$ cat config.mk
export PLATFORM = sky130hd
export DESIGN_NAME = store_aligner
export DESIGN_NICKNAME = d
export VERILOG_FILES = /design/src/dcache_pkg.sv /design/src/store_aligner.sv
export SDC_FILE = /design/constraint.sdc
export NUM_CORES = 1
export LEC_CHECK = 0
export BUFFER_PORTS_ARGS = -buffer_cell sky130_fd_sc_hd__buf_2
export CAP_MARGIN = 5
export CORE_AREA = 2 2 136 138
export DETAILED_ROUTE_END_ITERATION = 6
export DIE_AREA = 0 0 138 140
export SLEW_MARGIN = 10
export SYNTH_ARGS = -nofsm -noshare
export SYNTH_HDL_FRONTEND = slang
export SYNTH_SLANG_ARGS = --single-unit
$ cat constraint.sdc
create_clock -name vclk -period 2.2
set_clock_uncertainty 0.15 [all_clocks]
set_input_delay 0.44 -clock vclk [all_inputs]
set_output_delay 0.44 -clock vclk [all_outputs]
set_load 0.05 [all_outputs]
$ cat src/dcache_pkg.sv
`default_nettype none

package dcache_pkg;

	// processor and memory widths
	localparam int ADDR_WIDTH = 32;
	localparam int WORD_WIDTH = 32;
	localparam int LINE_WIDTH = 256;

	// line geometry
	localparam int LINE_BYTES = 32;
	localparam int OFFSET_BITS = 5;
	localparam int WORD_SEL_BITS = 3;
	localparam int WORD_BYTES = 4;

	// store width as encoded on write_size
	typedef enum logic [1:0]
	{
		SIZE_WORD = 2'd0,
		SIZE_BYTE = 2'd1,
		SIZE_HALF = 2'd2,
		SIZE_TRIPLE = 2'd3
	} store_size_t;

	// miss handling states
	typedef enum logic [1:0]
	{
		ST_IDLE = 2'd0,
		ST_WRITEBACK = 2'd1,
		ST_REFILL = 2'd2
	} ctrl_state_t;

endpackage

`default_nettype wire

$ cat src/store_aligner.sv
`timescale 1ns/1ps
`default_nettype none

module store_aligner (
	input wire [dcache_pkg::ADDR_WIDTH-1:0] address,
	input wire [dcache_pkg::WORD_WIDTH-1:0] write_data,
	input dcache_pkg::store_size_t write_size,
	output logic [dcache_pkg::LINE_BYTES-1:0] byte_en,
	output logic [dcache_pkg::LINE_WIDTH-1:0] store_line
);
	import dcache_pkg::*;

	localparam int BYTE_SEL_BITS = OFFSET_BITS - WORD_SEL_BITS;

	logic [BYTE_SEL_BITS-1:0] offset;
	logic [WORD_SEL_BITS-1:0] word_pos;
	// bit 3 is lane 0 at the top of the word
	logic [WORD_BYTES-1:0] lane_mask;
	logic [WORD_WIDTH-1:0] lane_data;

	assign offset = address[BYTE_SEL_BITS-1:0];
	// word 0 sits in the top bits of the line
	assign word_pos = ~address[OFFSET_BITS-1:BYTE_SEL_BITS];

	always_comb
	begin
		lane_mask = '0;
		lane_data = '0;
		case (write_size)
			SIZE_WORD:
			begin
				lane_mask = 4'b1111;
				lane_data = write_data;
			end
			SIZE_BYTE:
			begin
				lane_mask = 4'b1000 >> offset;
				lane_data = {write_data[7:0], 24'b0} >> (8 * offset);
			end
			SIZE_HALF:
			begin
				case (offset)
					2'd0:
					begin
						lane_mask = 4'b1100;
						lane_data = {write_data[15:0], 16'b0};
					end
					2'd1:
					begin
						lane_mask = 4'b0110;
						lane_data = {8'b0, write_data[15:0], 8'b0};
					end
					default:
					begin
						lane_mask = 4'b0011;
						lane_data = {16'b0, write_data[15:0]};
					end
				endcase
			end
			SIZE_TRIPLE:
			begin
				// offsets 2 and 3 leave the line untouched
				if (offset == 2'd0)
				begin
					lane_mask = 4'b1110;
					lane_data = {write_data[23:0], 8'b0};
				end
				else if (offset == 2'd1)
				begin
					lane_mask = 4'b0111;
					lane_data = {8'b0, write_data[23:0]};
				end
			end
		endcase
	end

	always_comb
	begin
		byte_en = '0;
		byte_en[word_pos * WORD_BYTES +: WORD_BYTES] = lane_mask;
	end

	// byte_en picks the lanes out of the repeated word
	assign store_line = {(LINE_WIDTH / WORD_WIDTH){lane_data}};

endmodule

`default_nettype wire

After elaboration in Yosys (flattened, before gate mapping)
Index checks and enable logic that the tools add are counted.
Word-level totals
  register bits after elaboration: 0
  bits of input ports: 66
  output and inout bits: 288
  word-level logic and storage cells: 21
Operators by class
  add/sub/neg operators: 1
  equal/unequal tests: 4
  shifts and indexed selects: 4
  muxes and demuxes: 8
  bitwise operators: 2
  reductions and logical operators: 2
Operator list (number)
  32-bit one-hot mux with 4 select lines: 1
  32-bit one-hot mux with 2 select lines: 1
  5-bit negator with 34-bit output: 1
  4-bit by 34-bit variable shift with 32-bit output, first input constant: 1
  4-bit by 34-bit indexed part select with 32-bit output: 1
  32-bit bitwise AND: 1
  32-bit 2-to-1 mux: 1
  32-bit by 5-bit right shift with 32-bit output: 1
  24-bit 2-to-1 mux: 1
  4-bit one-hot mux with 4 select lines: 1
  4-bit one-hot mux with 2 select lines: 1
  2-bit by 1-bit == test with 1-bit output, second input constant: 2
  2-bit == test, second input constant: 2
  2-bit logical NOT: 2
  4-bit 2-to-1 mux: 1
  4-bit by 2-bit right shift with 4-bit output, first input constant: 1
  3-bit 2-to-1 mux: 1
  3-bit inverter: 1

Logic depth before layout (Yosys ltp)
  depth after elaboration: 6
  mapped depth: 7
  gate-level depth less buffers: 5

Worst setup path after synthesis
OpenSTA, ideal clock, no wires.
  path type: input to output
  start: in address[0] (netlist bit)
  end: out store_line[120] (netlist bit)
  arrival: 2.960 ns
  required time: 1.610 ns
  setup slack: -1.350 ns
  stages on the path: 5
  path buffers: 4
  cell sequence: buf_4 > buf_6 > buf_2 > o32ai_1 > buf_4
On the way
  cells in the longest elaborated chain, start to end: 3
  elaborated cells on any way between the ends: 6
  those cells by class: eq/ne (1); shift (1); mux (3); reduce/logical (1)
RTL lines
  start: declaration: RTL line store_aligner.sv:5  | input wire [dcache_pkg::ADDR_WIDTH-1:0] address,
  branches (longest 2 deep; another with 32-bit by 5-bit right shift with 32-bit output)
  32-bit one-hot mux with 4 select lines *: RTL line store_aligner.sv:29  | case (write_size)
  end: declaration: RTL line store_aligner.sv:9  | output logic [dcache_pkg::LINE_WIDTH-1:0] store_line
Mark *: on every way between the ends.

Worst setup path in the final report
  start: in address[2] (netlist bit)
  end: out byte_en[20] (netlist bit)
On the way
  cells in the longest elaborated chain, start to end: 4
  elaborated cells on any way between the ends: 5
  those cells by class: add/sub (1); shift (2); bitwise (2)
RTL lines
  3-bit inverter *: RTL line store_aligner.sv:23  | assign word_pos = ~address[OFFSET_BITS-1:BYTE_SEL_BITS];
  5-bit negator with 34-bit output *: RTL line store_aligner.sv:80  | byte_en[word_pos * WORD_BYTES +: WORD_BYTES] = lane_mask;
  4-bit by 34-bit indexed part select with 32-bit output / 4-bit by 34-bit variable shift with 32-bit output (equally long branches): RTL line store_aligner.sv:80
  32-bit bitwise AND (no line) *
  end: declaration: RTL line store_aligner.sv:8  | output logic [dcache_pkg::LINE_BYTES-1:0] byte_en,
Every way passes the cells marked *; elsewhere a longest branch is shown, timed or not.

==> impl_results.md <==
- Status: finished, violations left
- Failing checks: setup timing
- Seq/Total Area, Yosys: 0%
- Core Box Area: approximately 18,000 um2
- Yosys cell types: between 40 and 50
- Hold Crit Class: input port to output port
- VDD IR max: between 0.0002 and 0.0003 V
- Psw: 2.385 mW
- Fin util: 51.94%
- Worst-Margin Slew: between 0.4 and 0.5 ns
- Setup Viol. Count Final: between 200 and 300
- # Max-Cap Violations: 0
- Power density cells: about 450 nW/um2
- Ys Warns: 0
- Int Power: roughly 1.8 mW
- Area growth, synth to finish: 188.4%
- M1 wire length: just over 6 mm
- Via count: between 4,000 and 5,000
- Worst Setup Start Kind: input port
- Met3 WL post-DR: 1.120 mm
- Fmax: between 400 and 500 MHz
- Synth Area in Compound Gates: about 16%
- CP max stage delay: about 0.44 ns
- Multiplexer share of the synthesized area: about 5.6%
- Pleak: roughly 4.1 nW
- Fill cell count: ~1,400
- Seq cells: 0
- Combinational share of power: 100.0%
- Number of global-route vias before repair: ~3,800
- Die height: 140 um
- Post-route clock period utilization: 113.1%
- Die Wd: ~140 um
- Slew margin rel.: between 60 and 70%
- Post-synthesis xor/xnor area fraction: 0%
- Number of port buffers: roughly 330
- Worst EP arrival: ~1.9 ns
- Initial drt markers: slightly above 100
- Hold path cells: 4
- GRT Util Overall: about 14%
- Critical path's slowest cell: or3b_4
- Endpoint, Worst Hold: store_line[59]
- Largest net degree at the start of global routing: 18
- Met2 wire len: about 9.4 mm
- Initial Utilization: between 10% and 20%
- Largest family of logic cells by synthesized area: buffers and inverters
- Simple logic cell fraction of the synthesized area: 20.98%
- Drt total wl: between 15 and 20 mm
- Final HPWL from detailed placement: 9.742 mm
- WL/cell: around 18 um
- Synth Area in Adders: less than 1%
- Power share of the clock group: 0%
- Worst path cell trace: buf_6, ha_4, ha_4, and2b_1, or3b_4, nor4_4, buf_6
- Crit-path max FO: 4
- Hold wc startpoint: write_data[27]
- GRT overflow: 0
- Die footprint: roughly 19,000 um2
- Switch share: approximately 57%
- WS Path Type: input port to output port
- Vias per cell: approximately 4.3
- Reg area: 0 um2
- I/O Pins: 354
- Fin nets: 791
- Final GP Congestion: 0.8100
- RSZ-0062 raised after global routing: yes
- FP Rows: 49
- Syn avg cell area: 7.084 um2
- Worst setup EP type: output port
- Clock buffers: 0
- Sequential cell fraction of total power: 0%
- Mapped cell area: between 3000 and 4000 um2
- Initial DRT Pass Iterations: 4
- Remaining DRCs: 0
- Cells after Synth: between 400 and 500
- Syn nets: 520
- Final hold violations: 0
- Top layer in use: met5
- Antenna-violating nets left: 0
- Global-route wire length before repair: 22.71 mm
- Critical path data required time: around 1.6 ns
- Worst setup margin: -0.2877 ns
- Fraction of layout cells with a size suffix above 1: 88.90%
- Initial antenna violation count: 4
- Minimum clock period: 2.488 ns
- Fin Setup TNS: -30.09 ns
- Final Max Tran Viols: 0
## kinds of logic after synthesis
group / after synthesis
buffers and inverters: 249
multiplexers: 17
AND/OR/NAND/NOR: 114
AO/OA/AOI/OAI: 70
adder cells (fa/ha/maj): 2
## repair_timing
action,in CTS,in global routing
pin swaps,42,35
gates cloned,2,1
endpoints found under the setup margin,288,288
setup buffers,73,43
hold buffers,0,0
resized for setup,805,220
## power groups by stage
stage	registers (mW)	logic (mW)	clock network, mW
floorplan	0	2.63	0
global placement	0	2.59	0
detailed placement	0	2.60	0
CTS	0	3.72	0
global route	0	4.30	0
finish	0	4.19	0.000000122
## worst max-delay path, delay by kind of cell
family        cells  cell delay, ns
simple gates      3            0.84
fa+ha+maj         2            0.31
buf+inv           2            0.30
## final cells by class
class                      instances  area, um2  area share (%)
antenna                            2      5.005         0.05420
inverter                           2      7.507         0.08130
multi-input combinational        203       2191           23.73
tap                              229      286.5           3.103
timing repair buffer             516       6744           73.04
## placed cells by master, fill, tap and decap left out, types with 9 or more instances in the layout
master and n:
a21oi_1 12, buf_12 85, buf_2 33, buf_4 56, buf_6 190, buf_8 149, nand2_1 9, nand3b_1 17
nor2_4 18, nor3_4 14
## how the worst max path moves through the flow
stage / cells after the start / start / end
finish: 7 / address[2] / byte_en[20]
global route: 7 / address[2] / byte_en[20]
CTS: 7 / address[2] / byte_en[20]
detailed placement: 7 / address[2] / byte_en[20]
global placement: 7 / address[2] / byte_en[20]
floorplan: 6 / address[0] / store_line[104]
## Yosys cell counts, types with 3 or more instances
master | instances | share of area [%]
buf_4 | 226 | 53
nor3_1 | 22 | 3.4
nor2_1 | 20 | 2.3
nand2_1 | 19 | 2.2
nand3b_1 | 17 | 4.0
a211o_1 | 15 | 4.1
a21oi_1 | 15 | 2.3
buf_2 | 13 | 2.0
mux2i_1 | 10 | 3.1
o21ai_1 | 9 | 1.4
and2_1 | 8 | 1.6
o211ai_1 | 7 | 1.6
o21ai_0 | 7 | 1.1
mux2_2 | 6 | 2.1
a22oi_1 | 5 | 1.2
nor2b_1 | 5 | 0.98
buf_6 | 4 | 1.4
clkbuf_1 | 3 | 0.35
nand2b_1 | 3 | 0.59
nor4_2 | 3 | 1.2
## per-stage QoR
step / area, um2 / std cells / hold slack (ns) / setup WS [ns] / power [mW]
final: 9234 / 952 / 1.158 / -0.2877 / 4.189
after global routing: 9229 / 950 / 1.172 / -0.3174 / 4.296
after floorplan: 4358 / 452 / 0.9543 / -0.7079 / 2.628
after detailed placement: 4501 / 838 / 1.211 / -0.3776 / 2.601
after CTS: 7989 / 912 / 1.149 / -0.2695 / 3.718
after global placement: 4501 / 838 / 1.202 / -0.3569 / 2.593
## layer usage
metal	vias up	GRT usage (%)
met2	226	27.72
met5	-	0
met4	6	1.987
li1	1864	-
met1	1988	16.53
met3	33	2.667
No activity file was read; power rests on OpenSTA's default activity.
