## src/dcache_pkg.sv

```systemverilog
`default_nettype none

package dcache_pkg;

	// processor and memory widths
	localparam int ADDR_WIDTH = 32;
	localparam int WORD_WIDTH = 32;
	localparam int LINE_WIDTH = 256;

	// line geometry
	localparam int LINE_BYTES = 32;
	localparam int OFFSET_BITS = 5;
	localparam int WORD_SEL_BITS = 3;
	localparam int WORD_BYTES = 4;

	// store width as encoded on write_size
	typedef enum logic [1:0]
	{
		SIZE_WORD = 2'd0,
		SIZE_BYTE = 2'd1,
		SIZE_HALF = 2'd2,
		SIZE_TRIPLE = 2'd3
	} store_size_t;

	// miss handling states
	typedef enum logic [1:0]
	{
		ST_IDLE = 2'd0,
		ST_WRITEBACK = 2'd1,
		ST_REFILL = 2'd2
	} ctrl_state_t;

endpackage

`default_nettype wire

```

## src/miss_controller.sv

```systemverilog
`timescale 1ns/1ps
`default_nettype none

module miss_controller #(
	parameter int SET_BITS = 9
)(
	input wire CLK,
	input wire RESET,
	input wire req,
	input wire any_hit,
	input wire victim_way,
	input wire victim_dirty,
	input wire [dcache_pkg::ADDR_WIDTH-SET_BITS-dcache_pkg::OFFSET_BITS-1:0] victim_tag,
	input wire [dcache_pkg::LINE_WIDTH-1:0] victim_line,
	input wire [dcache_pkg::ADDR_WIDTH-1:0] address,
	input wire mem_write_valid,
	input wire mem_read_valid,
	output logic miss,
	output logic mem_write_req,
	output logic [dcache_pkg::ADDR_WIDTH-1:0] mem_write_addr,
	output logic [dcache_pkg::LINE_WIDTH-1:0] mem_write_data,
	output logic mem_read_req,
	output logic [dcache_pkg::ADDR_WIDTH-1:0] mem_read_addr,
	output logic refill_en,
	output logic refill_way
);
	import dcache_pkg::*;

	localparam int TAG_BITS = ADDR_WIDTH - SET_BITS - OFFSET_BITS;

	ctrl_state_t state;
	ctrl_state_t state_next;

	logic start_miss;
	logic [ADDR_WIDTH-1:0] saved_addr;
	logic saved_way;
	logic [TAG_BITS-1:0] saved_tag;
	logic [LINE_WIDTH-1:0] saved_line;

	assign miss = req && !any_hit;
	assign start_miss = (state == ST_IDLE) && miss;

	always_comb
	begin
		state_next = state;
		case (state)
			ST_IDLE:
			begin
				if (miss)
				begin
					state_next = victim_dirty ? ST_WRITEBACK : ST_REFILL;
				end
			end
			ST_WRITEBACK:
			begin
				if (mem_write_valid)
				begin
					state_next = ST_REFILL;
				end
			end
			ST_REFILL:
			begin
				if (mem_read_valid)
				begin
					state_next = ST_IDLE;
				end
			end
			default:
			begin
				state_next = ST_IDLE;
			end
		endcase
	end

	always_ff @(posedge CLK or negedge RESET)
	begin
		if (!RESET)
		begin
			state <= ST_IDLE;
		end
		else
		begin
			state <= state_next;
		end
	end

	// snapshot of the miss and its victim
	always_ff @(posedge CLK)
	begin
		if (start_miss)
		begin
			saved_addr <= address;
			saved_way <= victim_way;
			saved_tag <= victim_tag;
			saved_line <= victim_line;
		end
	end

	assign mem_write_req = (state == ST_WRITEBACK);
	assign mem_write_addr = {saved_tag, saved_addr[OFFSET_BITS +: SET_BITS], {OFFSET_BITS{1'b0}}};
	assign mem_write_data = saved_line;

	assign mem_read_req = (state == ST_REFILL);
	assign mem_read_addr = {saved_addr[ADDR_WIDTH-1:OFFSET_BITS], {OFFSET_BITS{1'b0}}};

	// line lands on the same edge that samples the read pulse
	assign refill_en = (state == ST_REFILL) && mem_read_valid;
	assign refill_way = saved_way;

endmodule

`default_nettype wire

```

## config.mk

```make
export PLATFORM = sky130hd
export DESIGN_NAME = miss_controller
export DESIGN_NICKNAME = d
export VERILOG_FILES = /design/src/dcache_pkg.sv /design/src/miss_controller.sv
export SDC_FILE = /design/constraint.sdc
export NUM_CORES = 1
export LEC_CHECK = 0
export BUFFER_PORTS_ARGS = -buffer_cell sky130_fd_sc_hd__buf_2
export CORE_AREA = 2 2 246 248
export CTS_CLUSTER_SIZE = 30
export DETAILED_ROUTE_END_ITERATION = 6
export DIE_AREA = 0 0 248 250
export SYNTH_ARGS = -nofsm -noshare
export SYNTH_HDL_FRONTEND = slang
export SYNTH_SLANG_ARGS = --single-unit
```

## constraint.sdc

```tcl
create_clock -name CLK -period 27.2 [get_ports CLK]
set_clock_uncertainty 0.05 [all_clocks]
set_input_delay 1.36 -clock CLK [delete_from_list [all_inputs] [get_ports CLK]]
set_output_delay 1.36 -clock CLK [all_outputs]
set_load 0.005 [all_outputs]
```

; ---- Word level (Yosys, flattened, before mapping)
; Index checks and enable logic that the tools add are counted.
[totals]
ff_bits = 309
latch_bits = 0
ram_bits = 0
mem_bits_ro = 0
inputBits = 314
out_inout_bits = 325
elab_cells = 21
mem_count = 0
[classes]
addsub = 0
multipliers = 0
div_mod_pow = 0
order_cmp = 0
eq_ne = 5
shift = 0
muxes = 5
bitwise = 0
n_reduce_logical = 6
[op_table]
columns = operator, n
row1 = 2-bit 2-to-1 mux, 4
row2 = "2-bit != test, second input constant", 3
row3 = 2-bit case mux with 3 select lines, 1
row4 = 1-bit logical AND, 3
row5 = 3-bit AND reduction, 1
row6 = "2-bit by 1-bit == test with 1-bit output, second input constant", 1
row7 = "2-bit == test, second input constant", 1
row8 = 2-bit zero test, 1
row9 = 1-bit zero test, 1

; ---- Logic depth before layout (Yosys ltp)
[depth]
ltp_word = 4
ltp_mapped = 2
ltp_nobuf = 2

; ---- Worst setup path after synthesis
; Ideal clock, no wire load.
[synth_timing]
path_type = input to register
from = in req
to = reg saved_line[0], in the netlist mem_write_data[0], enable pin
setup_ns = 1.397
t_arrival_ns = 23.358
required_ns = 25.753
path_slack_ns = 2.394
cell_stages = 2
path_buffers = 0
cell_sequence = nor2b_1 > nor3b_1
[synth_via]
elab_chain_len = 2
[synth_lines]
columns = element, line
row1 = start: declaration, miss_controller.sv:9  ; input wire req,
row2 = 1-bit logical AND, miss_controller.sv:40  ; assign miss = req && !any_hit;
row3 = 1-bit logical AND, miss_controller.sv:41  ; assign start_miss = (state == ST_IDLE) && miss;
row4 = net start_miss, miss_controller.sv:34  ; logic start_miss;
row5 = end signal: assignment, miss_controller.sv:95  ; saved_line <= victim_line;
row6 = end: declaration, miss_controller.sv:38  ; logic [LINE_WIDTH-1:0] saved_line;
; The timed path passes the listed nets, and every way through them passes these cells.
; A chain may end at the register's enable or synchronous reset.

; ---- Final worst setup path
[layout_timing]
from = in req
to = reg saved_line[238], in the netlist mem_write_data[238], enable pin
; Same word-level chain as after synthesis.

==> results.json <==
{
  "status": "complete, no violations",
  "die_x_um": 248,
  "clock_path_buffers": 3,
  "clkPwrFrac_pct": 39.3,
  "ys_ff_latch": 304,
  "stdcell_area_sq_mm": 0.01449,
  "switching_share_pct": 21.97,
  "cts_root_buffer": "clkbuf_16",
  "synth_simple_gate_area_share_pct": 0.6691,
  "boundaryPins": 639,
  "die_height_um": 250,
  "wl_per_cell_um": 15.87,
  "drc": 0,
  "syn_inst": 336,
  "endpoint": "mem_write_data[238]$_DFFE_PP_",
  "finalMaxSlewViolations": 0,
  "rr_startpoint": "state[1]$_DFFE_PN0P_",
  "dieArea_sq_mm": 0.06200,
  "place.gp.congestion": 0.8112,
  "cts_resized": 0,
  "whs_path_depth": 1,
  "fmax_mhz": 244.2,
  "grt_setup_unrepaired": "false",
  "cellLeakagePower_nw": 5.889,
  "avgSynthCellArea_sq_um": 27.83,
  "r2r-end": "mem_write_data[238]$_DFFE_PP_",
  "final_util_pct": 24.32,
  "drt_first_pass_iters": 4,
  "dr_total_vias": 5887,
  "post_drt_via_cell_ratio": 3.274,
  "initial_core_util_pct": 15.70,
  "relSlewSlack_pct": 34.07,
  "cp_common_cell": "buf_4",
  "cp_data_arrival_time_ns": 4.18,
  "power_frac_comb_pct": 9.4,
  "path_clk_slew_ns": 0.06,
  "yosysTopAreaCell": "edfxtp_1",
  "placed_area_sq_mm": 0.01338,
  "h-tree-depth": 2,
  "min_period_over_period_pct": 15.06,
  "peakVddDrop_mv": 0.05966,
  "synthAdderAreaFrac_pct": 0,
  "areaGrowthSynthToFinish_pct": 54.94,
  "coreArea_sq_mm": 0.05957,
  "end_kind": "register",
  "grt_first_pass_wirelength_um": 37540,
  "finalWorstSetupSlack_ns": 23.10,
  "p_int_w": 0.0008980,
  "antenna_left": 0,
  "critPathKind": "in2reg",
  "grt_pass1_vias": 6055,
  "post-place-ws_ns": 22.56,
  "finalSetupTns_ns": 0,
  "ys_seq_area_share_pct": 97.52,
  "grt.total_usage_pct": 8.442,
  "finalCriticalPeriod_ns": 4.096,
  "synth_mux_area_share_pct": 0,
  "path_max_fanout": 76,
  "clock_latency_ns": 0.52,
  "crit_path_start": "req",
  "overflow": 0,
  "r2r.worst_path.cells": 4,
  "layout_commonest_cell": "buf_2",
  "post-cts-setup-buffer-count": 0,
  "port_buffers": 623,
  "synth_top_family_by_area": "buffers and inverters",
  "synth_cell_types": 13,
  "synth_ff_type": "edfxtp_1",
  "final_cell_mix": "buf_2, edfxtp_1, clkbuf_16, conb_1, clkbuf_1",
  "required_ns": 27.29,
  "cp-start-kind": "input pin",
  "r2r_setup_slack_ns": 23.74,
  "hold_path_class": "reg2reg",
  "synth.area.top_cells": "edfxtp_1, buf_4, dfrtp_1",
  "powerDensity_mw_per_mm2": 79.44,
  "slowest_stage": "buf_4",
  "drt_iter0_drc": 264,
  "setup_viol": 0,
  "async_reset_ff_share_pct": 0.6579,
  "cts_hold_buf": 0,
  "path_cells": "buf_2 > nor2b_1 > nor3b_2 > buf_4 > buf_4 > buf_4",
  "seq_power_share_pct": 51.3,
  "drive_gt1_share_pct": 66.67,
  "cts_sinks": 304,
  "maxCapViolations": 0,
  "slowest_delay_ns": 0.81,
  "cts_tree": "built",
  "dp_hpwl_um": 22900,
  "switchingPower_w": 0.0002528,
  "syn_area_sq_mm": 0.009350,
  "hold_viol_final": 0,
  "cts_made_buffers": 34,
  "fin_nets": 1304,
  "synth_xor_area_share_pct": 0,
  "ys_warn_count": 0,
  "synth_compound_area_share_pct": 0.2409,
  "tightest_slew_ns": 0.9890,
  "synth_top_area_share_pct": 96.99,
  "synth_edf_count": 302,
  "rows": 90,
  "grt_max_degree": 79,
  "antenna_found_initial": 6,
  "wl_um": 28540
}
[routing by layer]
layer / track usage (%) / share of wire, % / wire length (um)
met5: 0 / 0.19 / 55
met3: 4.323 / 13 / 3592
met4: 3.781 / 3.4 / 982
met1: 8.146 / 34 / 9616
met2: 14.85 / 50 / 14300
[sequential cells by signal, summed over array words and instances (netlist names)]
register,cells
state,2
refill_way,1
saved_addr,27
mem_write_data,256
saved_tag,18
[worst min path at each step]
stage | start | endpoint | slack [ns]
floorplan | state[1]$_DFFE_PN0P_ | state[0]$_DFFE_PN0P_ | 0.42
global placement | state[1]$_DFFE_PN0P_ | state[0]$_DFFE_PN0P_ | 0.46
detailed placement | state[1]$_DFFE_PN0P_ | state[0]$_DFFE_PN0P_ | 0.49
CTS | state[1]$_DFFE_PN0P_ | state[0]$_DFFE_PN0P_ | 0.49
global route | RESET | state[0]$_DFFE_PN0P_ | 0.52
finish | state[1]$_DFFE_PN0P_ | state[0]$_DFFE_PN0P_ | 0.49
[cells by family (layout without fill, tap and decap cells)]
logic type | count (synthesis) | in the layout
flip-flops | 304 | 304
buffers and inverters | 19 | 688
AND/OR/NAND/NOR | 8 | 8
AO/OA/AOI/OAI | 4 | 4
other | 1 | 12
[cell type report]
class / count / area, sq um
fillers: 6163 / 45080
flip-flops and latches: 304 / 9119
repair buffers: 628 / 3156
well taps: 782 / 978.4
clock buffers: 47 / 963.4
clock inverters: 13 / 138.9
multi-input cells: 22 / 127.6
diodes: 2 / 5.005
[worst max-delay path: cells and delay by family]
kind | cells | cell delay (ns)
buf+inv | 4 | 2.04
simple gates | 2 | 0.63
[synthesized netlist by cell type, types with 2 or more instances]
| library cell | number |
|---|---|
| edfxtp_1 | 302 |
| dfrtp_1 | 2 |
| nor2b_1 | 2 |
| a21oi_1 | 3 |
| buf_4 | 19 |
[stage by stage]
step           total power (W)  hold slack, ns  instances
6_report              0.001151          0.4939       1798
4_1_cts               0.001173          0.4862       1796
5_1_grt               0.001201          0.5238       1796
3_5_place_dp         0.0007124          0.4852       1736
3_3_place_gp         0.0007085          0.4637       1736
2_1_floorplan        0.0006746          0.4234        345
[power by group through the flow]
stage	clock (W)	combinational [W]	sequential (W)
4_1_cts	0.000470	0.000112	0.000592
3_3_place_gp	0	0.000109	0.000599
3_5_place_dp	0	0.000112	0.000601
5_1_grt	0.000486	0.000120	0.000595
2_1_floorplan	0	0.0000253	0.000649
6_report	0.000452	0.000108	0.000590
(Power assumes the default switching activity.)
